File: config.mk
export PLATFORM = sky130hd
export DESIGN_NAME = free_list
export DESIGN_NICKNAME = d
export VERILOG_FILES = /design/src/rtl/isa_pkg.sv /design/src/rtl/rename_pkg.sv /design/src/rtl/free_list.sv
export VERILOG_INCLUDE_DIRS = /design/src /design/src/rtl
export SDC_FILE = /design/constraint.sdc
export NUM_CORES = 1
export LEC_CHECK = 0
export ABC_AREA = 1
export BUFFER_PORTS_ARGS = -buffer_cell sky130_fd_sc_hd__buf_4
export CORE_ASPECT_RATIO = 0.7
export CORE_UTILIZATION = 40
export DETAILED_ROUTE_END_ITERATION = 7
export GPL_ROUTABILITY_DRIVEN = 1
export GPL_TIMING_DRIVEN = 0
export PLACE_DENSITY_LB_ADDON = 0.1
export SLEW_MARGIN = 20
export SYNTH_ARGS = -nofsm -noshare
export SYNTH_HDL_FRONTEND = slang
export SYNTH_SLANG_ARGS = --single-unit
export TNS_END_PERCENT = 30
File: constraint.sdc
create_clock -name clock -period 2.2 [get_ports clock]
set_input_delay 0.22 -clock clock [delete_from_list [all_inputs] [get_ports clock]]
set_output_delay 0.22 -clock clock [all_outputs]
set_load 0.05 [all_outputs]
File: src/rtl/core_config.svh
//////////////////////////////////////////////////////////////////////
// Rename core sizing
// Data width, register file sizes and reorder buffer depth
//////////////////////////////////////////////////////////////////////

`ifndef CORE_CONFIG_SVH
`define CORE_CONFIG_SVH

// Data word width
`define XLEN 32

// Architectural registers, x0 included
`define ARCH_REGS 32

// Physical registers, free pool is the surplus over ARCH_REGS
`define PHYS_REGS 48

// Reorder buffer entries, power of two
`define ROB_DEPTH 8

`endif

File: src/rtl/isa_pkg.sv
//////////////////////////////////////////////////////////////////////
// ISA definitions
// Instruction formats and the ALU subset that the core executes
//////////////////////////////////////////////////////////////////////

package isa_pkg;

    // Architectural register index
    typedef logic [4:0] arch_idx_t;

    // Major opcodes that are decoded
    typedef enum logic [6:0] {
        OPC_OP     = 7'b0110011,
        OPC_OP_IMM = 7'b0010011
    } opcode_t;

    // Internal ALU operation
    typedef enum logic [2:0] {
        ALU_ADD,
        ALU_SUB,
        ALU_AND,
        ALU_OR,
        ALU_XOR
    } alu_op_t;

    // funct3 / funct7 encodings
    localparam logic [2:0] F3_ADD = 3'b000;
    localparam logic [2:0] F3_XOR = 3'b100;
    localparam logic [2:0] F3_OR  = 3'b110;
    localparam logic [2:0] F3_AND = 3'b111;
    localparam logic [6:0] F7_SUB = 7'b0100000;

    // Register-register format
    typedef struct packed {
        logic [6:0] funct7;
        arch_idx_t  rs2;
        arch_idx_t  rs1;
        logic [2:0] funct3;
        arch_idx_t  rd;
        opcode_t    opcode;
    } r_type_t;

    // Register-immediate format
    typedef struct packed {
        logic [11:0] imm;
        arch_idx_t   rs1;
        logic [2:0]  funct3;
        arch_idx_t   rd;
        opcode_t     opcode;
    } i_type_t;

    // Same 32-bit word, two views
    typedef union packed {
        r_type_t r;
        i_type_t i;
    } inst_u;

endpackage

File: src/rtl/rename_pkg.sv
//////////////////////////////////////////////////////////////////////
// Rename datapath types
// Tags, indices and the packets passed between the rename blocks
//////////////////////////////////////////////////////////////////////

`include "core_config.svh"

package rename_pkg;
    import isa_pkg::*;

    typedef logic [$clog2(`PHYS_REGS)-1:0] phys_tag_t;
    typedef logic [$clog2(`ROB_DEPTH)-1:0] rob_idx_t;

    // Controller to map table
    typedef struct packed {
        arch_idx_t src1;
        arch_idx_t src2;
        arch_idx_t dest;
        logic      wr_en;
    } rename_req_t;

    // Map table lookups
    typedef struct packed {
        phys_tag_t src1_tag;
        phys_tag_t src2_tag;
        phys_tag_t old_tag;
    } rename_rsp_t;

    // One ROB slot
    typedef struct packed {
        arch_idx_t dest;
        phys_tag_t new_tag;
        phys_tag_t old_tag;
        logic      has_dest;
    } rob_entry_t;

    // Issue packet into the ALU
    typedef struct packed {
        alu_op_t          op;
        phys_tag_t        src1_tag;
        phys_tag_t        src2_tag;
        phys_tag_t        dest_tag;
        logic [`XLEN-1:0] imm;
        logic             use_imm;
        rob_idx_t         rob_idx;
    } issue_t;

    // Completion broadcast
    typedef struct packed {
        logic      valid;
        rob_idx_t  rob_idx;
        phys_tag_t tag;
    } cdb_t;

    // In-order architectural commit
    typedef struct packed {
        logic             valid;
        arch_idx_t        idx;
        logic [`XLEN-1:0] data;
    } commit_t;

endpackage

File: src/rtl/free_list.sv
//////////////////////////////////////////////////////////////////////
// Free list
// Circular FIFO of unused physical tags
//////////////////////////////////////////////////////////////////////

`timescale 1ns/1ps

`include "core_config.svh"

module free_list import rename_pkg::*; (
    input  logic      clock,
    input  logic      reset,
    input  logic      pop,
    input  logic      push,
    input  phys_tag_t push_tag,
    output phys_tag_t head_tag,
    output logic      empty
);

    // Surplus of physical over architectural registers
    localparam int DEPTH = `PHYS_REGS - `ARCH_REGS;
    localparam int PTR_W = $clog2(DEPTH);

    phys_tag_t        fifo_q [DEPTH];
    logic [PTR_W-1:0] head_q;
    logic [PTR_W-1:0] tail_q;
    logic [PTR_W:0]   count_q;

    // Next tag handed out at dispatch
    assign head_tag = fifo_q[head_q];
    assign empty    = (count_q == '0);

    always_ff @(posedge clock) begin
        if (reset) begin
            // Starts full with the tags above the identity map
            for (int i = 0; i < DEPTH; i++) begin
                fifo_q[i] <= phys_tag_t'(`ARCH_REGS + i);
            end
            head_q  <= '0;
            tail_q  <= '0;
            count_q <= (PTR_W + 1)'(DEPTH);
        end else begin
            // Retire side
            if (push) begin
                fifo_q[tail_q] <= push_tag;
                tail_q         <= tail_q + 1'b1;
            end
            // Dispatch side
            if (pop) begin
                head_q <= head_q + 1'b1;
            end
            // Both in one cycle leaves the count unchanged
            if (push && !pop) begin
                count_q <= count_q + 1'b1;
            end else if (pop && !push) begin
                count_q <= count_q - 1'b1;
            end
        end
    end

endmodule

==> impl_metrics.yaml, run 1 <==
pwr:
  swShare: 0.269
  power_density_nw_per_um2: 878
  ir_worst_vdd_mv: 0.545
  internal_power_mw: 4.17
  switchingPower_mw: 1.54
  p_leak_nw: 2.85
  seqPwrFrac: 0.424
  combinationalPowerShare: 0.114
  clkPwrFrac: 0.462
timing:
  worstMarginPinSlew_ps: 916
  final_max_slew_viol_count: 0
  finalSetupViolCount: 0
  final_hold_viol_count: 0
  slew_headroom: 0.389
  setup-tns-final_ps: 0
  fin_crit_ps: 2110
  fmax_ghz: 0.474
  min_period_over_period: 0.959
  rsz0062_at_grt: "false"
  fin_skew_ps: 4.45
grt:
  grtUsageTotal: 0.224
  grt_pass1_vias: 4192
  antenna_found_initial: 0
  grt_overflow_total: 0
  grt_max_degree: 17
  grt_pass1_wl_mm: 22.8
worst_hold_path:
  hold_path.class: "primary input to flip-flop"
placed_design:
  port_buffers: 15
  place_area_um2: 5890
  hpwl_mm: 10.5
  finalWeightedCongestion: 0.934
  place_inst: 853
drt:
  drtAntennaViolNets: 0
  viasPerCell: 4.83
  drt_iter0_markers: 334
  drt-pass1-iter-count: 6
  route.final.wire_length_mm: 14.5
  vias: 4271
  drc: 0
  detail_route.wl_per_cell_um: 16.4
synth:
  synth_top_family_by_area: "simple AND/OR/NAND/NOR gates"
  netlist_instances: 653
  syn_area_um2: 5540
  syn_avg_cell_area_um2: 8.49
  synth_fp_nets: 673
  synth_mux_area_frac: 0
  synth_area_leaders: "edfxtp_1 (52%), nand2_1 (14%), inv_1 (7.9%)"
  ys_seq_elements: 113
  synth-compound-area-share: 0.0153
  yosysWarnings: 0
  synth-simple-area-share: 0.268
  synth_xor_area_frac: 0.00790
  ys_types: 23
  seq_area_frac_synth: 0.581
  synth_top_area_frac: 0.520
  yosys.area.top_type: "edfxtp_1"
  synth_fa_ha_area_frac: 0.0239
die:
  rows: 35
  design.die.area_um2: 14300
  dieWidth_um: 143
  initial_core_util: 0.415
  fp.dieH_um: 101
  io_pins: 17
  core_um2: 13400
clock_tree:
  clock_sinks: 113
  clk_latency_ps: 410
  cts-root-buf: "clkbuf_16"
  clk_pin_slew_ps: 60
  ctsLongestPathBuffers: 2
  cts_tree: "built"
  cts_made_buffers: 17
  htreeDepth: 4
  post_cts_buffers: 0
layout:
  drive_above_1_share: 0.103
  area_growth_pct: 17.2
  antenna_cells: 0
  finalNetCount: 707
  fill_cells: 1256
  final_area_um2: 6500
  final_cell_count_no_fill: 885
run:
  cap_violations: 0
setup_path:
  cp-end-kind: "primary output"
  critPathKind: "flip-flop to primary output"
  worst_path_max_delay_cell: "dfxtp_1"
  start_kind: "flip-flop"
  cp_cell_sequence: "buf_2 > inv_2 > buf_6 > nand3_1 > nand3_1 > nand3_1 > nand2_1 > buf_4"
  crit_required_ps: 1980
  crit_fanout: 10
  crit_path_max_incr_delay_ps: 290
  crit_top_cell: "nand3_1"
  arrival_ps: 1890
status:
  outcome: "complete, no violations"
-- critical path, delay by kind of cell, from the launching register on --
kind          cells  cell delay (ps)
buf+inv           4              730
simple gates      4              450
flops             1              290
-- power by group through the flow --
| stage | combinational [mW] | sequential, mW | clock, mW |
|---|---|---|---|
| after floorplan | 0.433 | 2.45 | 0 |
| after CTS | 0.636 | 2.42 | 2.66 |
| final | 0.648 | 2.42 | 2.64 |
| after global routing | 0.720 | 2.43 | 2.75 |
| after global placement | 0.625 | 2.46 | 0 |
| after detailed placement | 0.631 | 2.46 | 0 |
-- stage by stage --
| stage | setup slack [ps] | util | hold slack, ps | power, mW |
|---|---|---|---|---|
| 6_report | 89.4 | 0.486 | 66.4 | 5.70 |
| 2_1_floorplan | 98.9 | - | 366 | 2.89 |
| 3_3_place_gp | 354 | 0.441 | 479 | 3.09 |
| 5_1_grt | 17.5 | 0.486 | 76.5 | 5.90 |
| 3_5_place_dp | 333 | 0.441 | 485 | 3.10 |
| 4_1_cts | 19.7 | 0.484 | 56.8 | 5.71 |
-- routing by layer --
| layer | part of all wire | global-route usage | up-vias | wire length [um] |
|---|---|---|---|---|
| met5 | 0 | 0 | - | 0 |
| li1 | - | - | 2114 | - |
| met4 | 0.021 | 0.0802 | 0 | 297 |
| met1 | 0.47 | 0.317 | 1995 | 6870 |
| met2 | 0.44 | 0.339 | 138 | 6310 |
| met3 | 0.069 | 0.0466 | 24 | 1000 |
-- Yosys cell counts --
| library cell | number |
|---|---|
| clkbuf_1 | 9 |
| or2_2 | 1 |
| ha_1 | 9 |
| inv_2 | 1 |
| nor2_1 | 75 |
| buf_1 | 1 |
| nor2_2 | 2 |
| xor2_1 | 4 |
| nand3b_1 | 1 |
| nand3_1 | 75 |
| dfxtp_1 | 17 |
| xnor2_1 | 1 |
| nor3_1 | 2 |
| o21ai_0 | 7 |
| buf_2 | 10 |
| nor2_4 | 1 |
| inv_1 | 116 |
| edfxtp_1 | 96 |
| nand2_1 | 207 |
| fa_1 | 1 |
| nor4_1 | 1 |
| buf_4 | 6 |
| a21oi_1 | 10 |
-- worst paths after layout --
check | startpoint | endpoint | slack [ps] | cells after the start
max | flip-flop | head_tag[1] | 90 | 8
min | pop | head_q[0] | 70 | 3
max reg2reg | tail_q[0] | fifo_q[10][5] | 290 | 6
min reg2reg | head_q[2] | head_q[2] | 490 | 2
-- registers in the layout (all words and copies together) (netlist names), named ones only --
name / count
fifo_q: 96
count_q: 5
tail_q: 4
head_q: 4
-- cell usage in the layout (no fill, tap or decap) --
master,n
buf_2,7
dfxtp_1,16
buf_1,1
clkbuf_1,8
xor2_1,4
dfxtp_2,1
nand2_2,1
edfxtp_1,96
clkbuf_4,1
clkinvlp_4,1
a21oi_1,10
inv_2,2
ha_1,9
o21ai_0,7
clkinv_2,2
nor2_1,75
nor2_4,1
nand2_1,206
nor3_1,2
fa_1,1
clkbuf_2,1
buf_6,6
inv_4,3
nand3_1,75
inv_6,3
buf_4,17
clkinv_4,4
nor2_2,2
inv_1,115
nor4_1,1
xnor2_1,1
nand3b_1,1
or2_2,1
clkbuf_16,19
-- area by class of cell --
class,instances,area (um2),share of cell area
Timing Repair Buffer,15,120,0.0185
Clock buffer,19,475,0.0732
Inverter,117,439,0.0676
Tap cell,185,231,0.0356
Buffer,26,156,0.0241
Multi-Input combinational cell,397,1750,0.270
Clock inverter,13,97.6,0.0150
Sequential cell,113,3220,0.496
-- what timing repair did --
action / 4_1_cts / 5_1_grt
resized for setup: 3 / 11
hold buffers: 0 / 0
endpoints found under the setup margin: 6 / 6
-- kinds of logic (layout without fill, tap and decap cells) --
family          after synthesis  after routing
compound gates               17             17
xor+xnor                      5              5
fa+ha+maj                    10             10
flops                       113            113
simple gates                365            365
buf+inv                     143            190
Note: power is estimated with default switching activity, not from simulation.
==> inputs of run 2 (changes only) <==
- CTS_CLUSTER_SIZE: default -> 14
- RECOVER_POWER: default -> 50
- clock period: 2.2 -> 2.5 ns (I/O delays scaled with it)
==> run 2 against run 1 <==
Against the previous run: worst hold slack better by 87 ps; sequential share of layout area up 0.39 points; core utilization down 0.39 points; non-clock buffer count unchanged; register-to-register slack better by 310 ps; first-iteration DRC count up 11%; routed wire length down 0.17%; critical path depth unchanged; worst setup slack better by 59 ps; combinational power down 14%.
==> impl_metrics.yaml, run 2 (same netlist as run 1, synthesis figures left out) <==
placed_design:
  port_buffers: 15
  finalWeightedCongestion: 0.934
  place_ws_ps: 603
  hpwl_mm: 10.5
  place_area_um2: 5890
timing:
  finalSetupViolCount: 0
  worst_slack_ps: 148
  worstMarginPinSlew_ps: 887
  fin_skew_ps: 5.16
  fmax_ghz: 0.425
  final_hold_viol_count: 0
  setup-tns-final_ps: 0
  fin_crit_ps: 2350
  final_max_slew_viol_count: 0
  slew_headroom: 0.409
  min_period_over_period: 0.941
  rsz0062_at_grt: "false"
clock_tree:
  cts_hold_buffers: 0
  post_cts_buffers: 0
  cts_made_buffers: 17
  clk_pin_slew_ps: 60
  htreeDepth: 4
  cts-root-buf: "clkbuf_16"
  cts-resized-gates: 0
  ctsLongestPathBuffers: 2
  cts_tree: "built"
  clk_latency_ps: 410
  clock_sinks: 113
die:
  initial_core_util: 0.415
  design.die.area_um2: 14300
  dieWidth_um: 143
  rows: 35
  fp.dieH_um: 101
  io_pins: 17
  core_um2: 13400
setup_path:
  arrival_ps: 2100
  worstRegToRegCells: 6
  worstReg2RegEnd: "fifo_q[12][5]"
  r2r_slack_ps: 600
  cp-end-kind: "primary output"
  critPathKind: "flip-flop to primary output"
  cp_cell_sequence: "buf_2 > inv_1 > buf_2 > nand3_1 > nand3_1 > nand3_1 > nand2_1 > buf_4"
  critPathTopFamily: "buffers and inverters"
  crit_required_ps: 2250
  crit_path_max_incr_delay_ps: 300
  worst_path_max_delay_cell: "buf_2"
  worst-path-buf-inv: 4
  crit_top_cell: "nand3_1"
  crit_fanout: 10
  timing.rr.start: "tail_q[1]"
  start_kind: "flip-flop"
layout:
  top_register: "fifo_q"
  fill_cells: 1266
  area_growth_pct: 16.2
  drive_above_1_share: 0.0886
  finalNetCount: 707
  top_regs: "fifo_q (96), count_q (5)"
  final_cell_mix: "nand2_1 (207), inv_1 (116), edfxtp_1 (96), nor2_1 (77), nand3_1 (75)"
  layout_commonest_cell: "nand2_1"
  largest_reg_flops: 96
  final_area_um2: 6440
  multi_input_area_um2: 1740
  final-seq-area_um2: 3220
  antenna_cells: 0
drt:
  route.final.wire_length_mm: 14.5
  drt-pass1-iter-count: 5
  vias: 4298
  drt_iter0_markers: 370
  drtAntennaViolNets: 0
  viasPerCell: 4.86
  detail_route.wl_per_cell_um: 16.3
  drc: 0
pwr:
  ir_worst_vdd_mv: 0.474
  p_total_mw: 5.00
  p_leak_nw: 2.82
  power_density_nw_per_um2: 776
grt:
  grt_pass1_wl_mm: 22.8
  antenna_found_initial: 0
  grt_pass1_vias: 4192
  grt_max_degree: 17
  grtUsageTotal: 0.224
  grt_overflow_total: 0
run:
  cap_violations: 0
worst_hold_path:
  holdCritStartpoint: "pop"
  hold_path.class: "primary input to flip-flop"
  min_path_cells: 3
status:
  outcome: "complete, no violations"
[run 2: cell count changes in the layout (fill, tap and decap cells not counted), sizes merged]
cell    change
buf         -3
clkbuf      +3
[run 2: tightest hold or removal path, cell delays in order]
cell and delay (ps):
clkbuf_1 100, nand2_1 80, a21oi_1 70
[run 2: stage by stage]
stage	hold slack (ps)	utilization	std cells
6_report	153	0.482	885
5_1_grt	187	0.482	885
4_1_cts	86.8	0.484	885
3_5_place_dp	485	0.441	853
3_3_place_gp	479	0.441	853
2_1_floorplan	396	-	653
[run 2: cell type report]
class / instances / area share
sequential: 113 / 0.500
multi-input combinational: 397 / 0.271
clock buffer: 19 / 0.0738
inverter: 117 / 0.0682
tap: 185 / 0.0359
buffer: 26 / 0.0198
timing repair buffer: 15 / 0.0163
clock inverter: 13 / 0.0151
[run 2: worst max path at each step]
stage / from / endpoint / cells past startpoint
4_1_cts: flip-flop / head_tag[3] / 8
5_1_grt: flip-flop / head_tag[5] / 8
2_1_floorplan: count_q[0] / empty / 1
3_5_place_dp: flip-flop / head_tag[3] / 8
3_3_place_gp: flip-flop / head_tag[4] / 8
6_report: flip-flop / head_tag[4] / 8
[run 2: layer usage]
layer | up-vias | part of all wire | GRT usage | wire (um)
met2 | 143 | 0.44 | 0.339 | 6320
met4 | 0 | 0.013 | 0.0802 | 189
met1 | 2027 | 0.49 | 0.317 | 7050
met3 | 15 | 0.062 | 0.0466 | 893
li1 | 2113 | - | - | -
met5 | - | 0 | 0 | 0
[run 2: power by group]
part           internal, mW  total, mW  switching (mW)
logic                 0.160      0.556           0.396
clock network          1.40       2.31           0.919
registers              2.10       2.13          0.0305
total                  3.66       5.00            1.35
==> inputs of run 3 (changes only) <==
==> constraint.sdc (replaced) <==
create_clock -name clock -period 2.5 [get_ports clock]
set_input_delay 0.125 -clock clock [delete_from_list [all_inputs] [get_ports clock]]
set_output_delay 0.125 -clock clock [all_outputs]
set_load 0.05 [all_outputs]
==> run 3 against run 2 <==
Against the previous run: sequential cell count is the same; sequential power about the same; final area rose by 0.19%; critical path depth unchanged; combinational power barely moved; global-route usage about the same; fmax is 5.7% higher; first-iteration DRC count increased by 9.2%; critical endpoint is now head_tag[2]; largest power group unchanged; highest routed layer unchanged.
==> impl_metrics.yaml, run 3 (same netlist as run 1, synthesis figures left out) <==
status:
  outcome: "complete, no violations"
die:
  design.die.area_um2: 14300
  rows: 35
  core_um2: 13400
  fp.dieH_um: 101
  dieWidth_um: 143
  initial_core_util: 0.415
  io_pins: 17
setup_path:
  start_kind: "flip-flop"
  worst_path_max_delay_cell: "buf_2"
  arrival_ps: 2100
  crit_fanout: 10
  crit_required_ps: 2380
  crit_top_cell: "nand3_1"
  cp-end-kind: "primary output"
  cp_cell_sequence: "buf_2 > inv_1 > buf_2 > nand3_1 > nand3_1 > nand3_1 > nand2_1 > buf_4"
  crit_path_max_incr_delay_ps: 320
  critPathKind: "flip-flop to primary output"
layout:
  top_register: "fifo_q"
  area_growth_pct: 16.5
  layout_commonest_cell: "nand2_1"
  finalNetCount: 709
  fill_cells: 1267
  top_regs: "fifo_q (96), count_q (5)"
  antenna_cells: 0
  multi_input_area_um2: 1740
  final_cell_mix: "nand2_1 (207), inv_1 (116), edfxtp_1 (96), nor2_1 (78), nand3_1 (75)"
  largest_reg_flops: 96
  drive_above_1_share: 0.0869
  final-seq-area_um2: 3220
timing:
  fmax_ghz: 0.449
  min_period_over_period: 0.890
  final_max_slew_viol_count: 0
  hold_ws_ps: 24.8
  finalSetupViolCount: 0
  worstMarginPinSlew_ps: 883
  fin_crit_ps: 2220
  rsz0062_at_grt: "false"
  fin_skew_ps: 5.67
  final_hold_viol_count: 0
  setup-tns-final_ps: 0
  slew_headroom: 0.412
pwr:
  power_density_nw_per_um2: 776
  ir_worst_vdd_mv: 0.479
  p_total_mw: 5.01
  p_leak_nw: 2.83
grt:
  antenna_found_initial: 0
  grt_overflow_total: 0
  grt_pass1_wl_mm: 22.8
  grtUsageTotal: 0.224
  grt_max_degree: 17
  grt_pass1_vias: 4203
drt:
  wl_met2_mm: 6.32
  drtAntennaViolNets: 0
  drc: 0
  viasPerCell: 4.83
  detailroute.wirelength.met3_um: 898
  vias: 4287
  top_layer: "met4"
  detail_route.wl_per_cell_um: 16.4
  route.final.wire_length_mm: 14.5
  drt_iter0_markers: 404
  drt-pass1-iter-count: 7
  wl_met1_mm: 7.09
run:
  cap_violations: 0
worst_hold_path:
  hold_path.class: "primary input to flip-flop"
clock_tree:
  cts-root-buf: "clkbuf_16"
  post_cts_buffers: 0
  cts_tree: "built"
  clock_sinks: 113
  ctsLongestPathBuffers: 2
  htreeDepth: 4
  clk_pin_slew_ps: 60
  cts_made_buffers: 17
  clk_latency_ps: 410
placed_design:
  port_buffers: 15
  finalWeightedCongestion: 0.934
  hpwl_mm: 10.5
==> run 3: cell types whose count changed in the layout (fill, tap and decap cells not counted) <==
cell	before	now
nor2_1	77	78
nor2_4	1	0
dlygate4sd3_1	0	2
==> run 3: what timing repair did <==
action                                 in CTS  in global routing
hold buffers                                2                  0
endpoints found under the hold margin       6                  0
setup endpoints to repair                   0                  0
gates resized for setup                     0                  0
==> run 3: per-stage QoR <==
stage / std cells / instance area (um2) / utilization / setup WS [ps]
global route: 887 / 6460 / 0.483 / 157
CTS: 887 / 6480 / 0.485 / 275
global placement: 853 / 5890 / 0.441 / 655
floorplan: 653 / 5540 / - / 494
detailed placement: 853 / 5890 / 0.441 / 633
finish: 887 / 6460 / 0.483 / 275
==> run 3: where the power goes <==
group / internal [mW] / switching, mW
Sequential: 2.10 / 0.0304
Combinational: 0.162 / 0.395
Clock: 1.40 / 0.927
==> run 3: path summary, 6_finish.rpt <==
path,startpoint,end,slack [ps],cells past startpoint
min reg2reg,head_q[2],head_q[2],500,2
max,flip-flop,head_tag[2],280,8
min,push,tail_q[0],20,4
max reg2reg,tail_q[0],fifo_q[10][5],600,6
==> run 3: area by class of cell <==
| class | count | area share |
|---|---|---|
| clock buffer | 19 | 0.0736 |
| inverter | 117 | 0.0680 |
| timing repair buffer | 17 | 0.0194 |
| tap | 185 | 0.0359 |
| multi-input combinational | 397 | 0.269 |
| sequential | 113 | 0.499 |
| clock inverter | 13 | 0.0151 |
| buffer | 26 | 0.0198 |
==> run 3: metal layers <==
metal / track usage / vias up
li1: - / 2116
met1: 0.318 / 2023
met2: 0.340 / 128
met3: 0.0466 / 20
met4: 0.0802 / 0
met5: 0 / -
==> run 3: critical path: cells and delay by family, from the launching register on <==
kind	cells	cell delay, ps
flip-flops	1	290
buffers and inverters	4	910
AND/OR/NAND/NOR	4	480
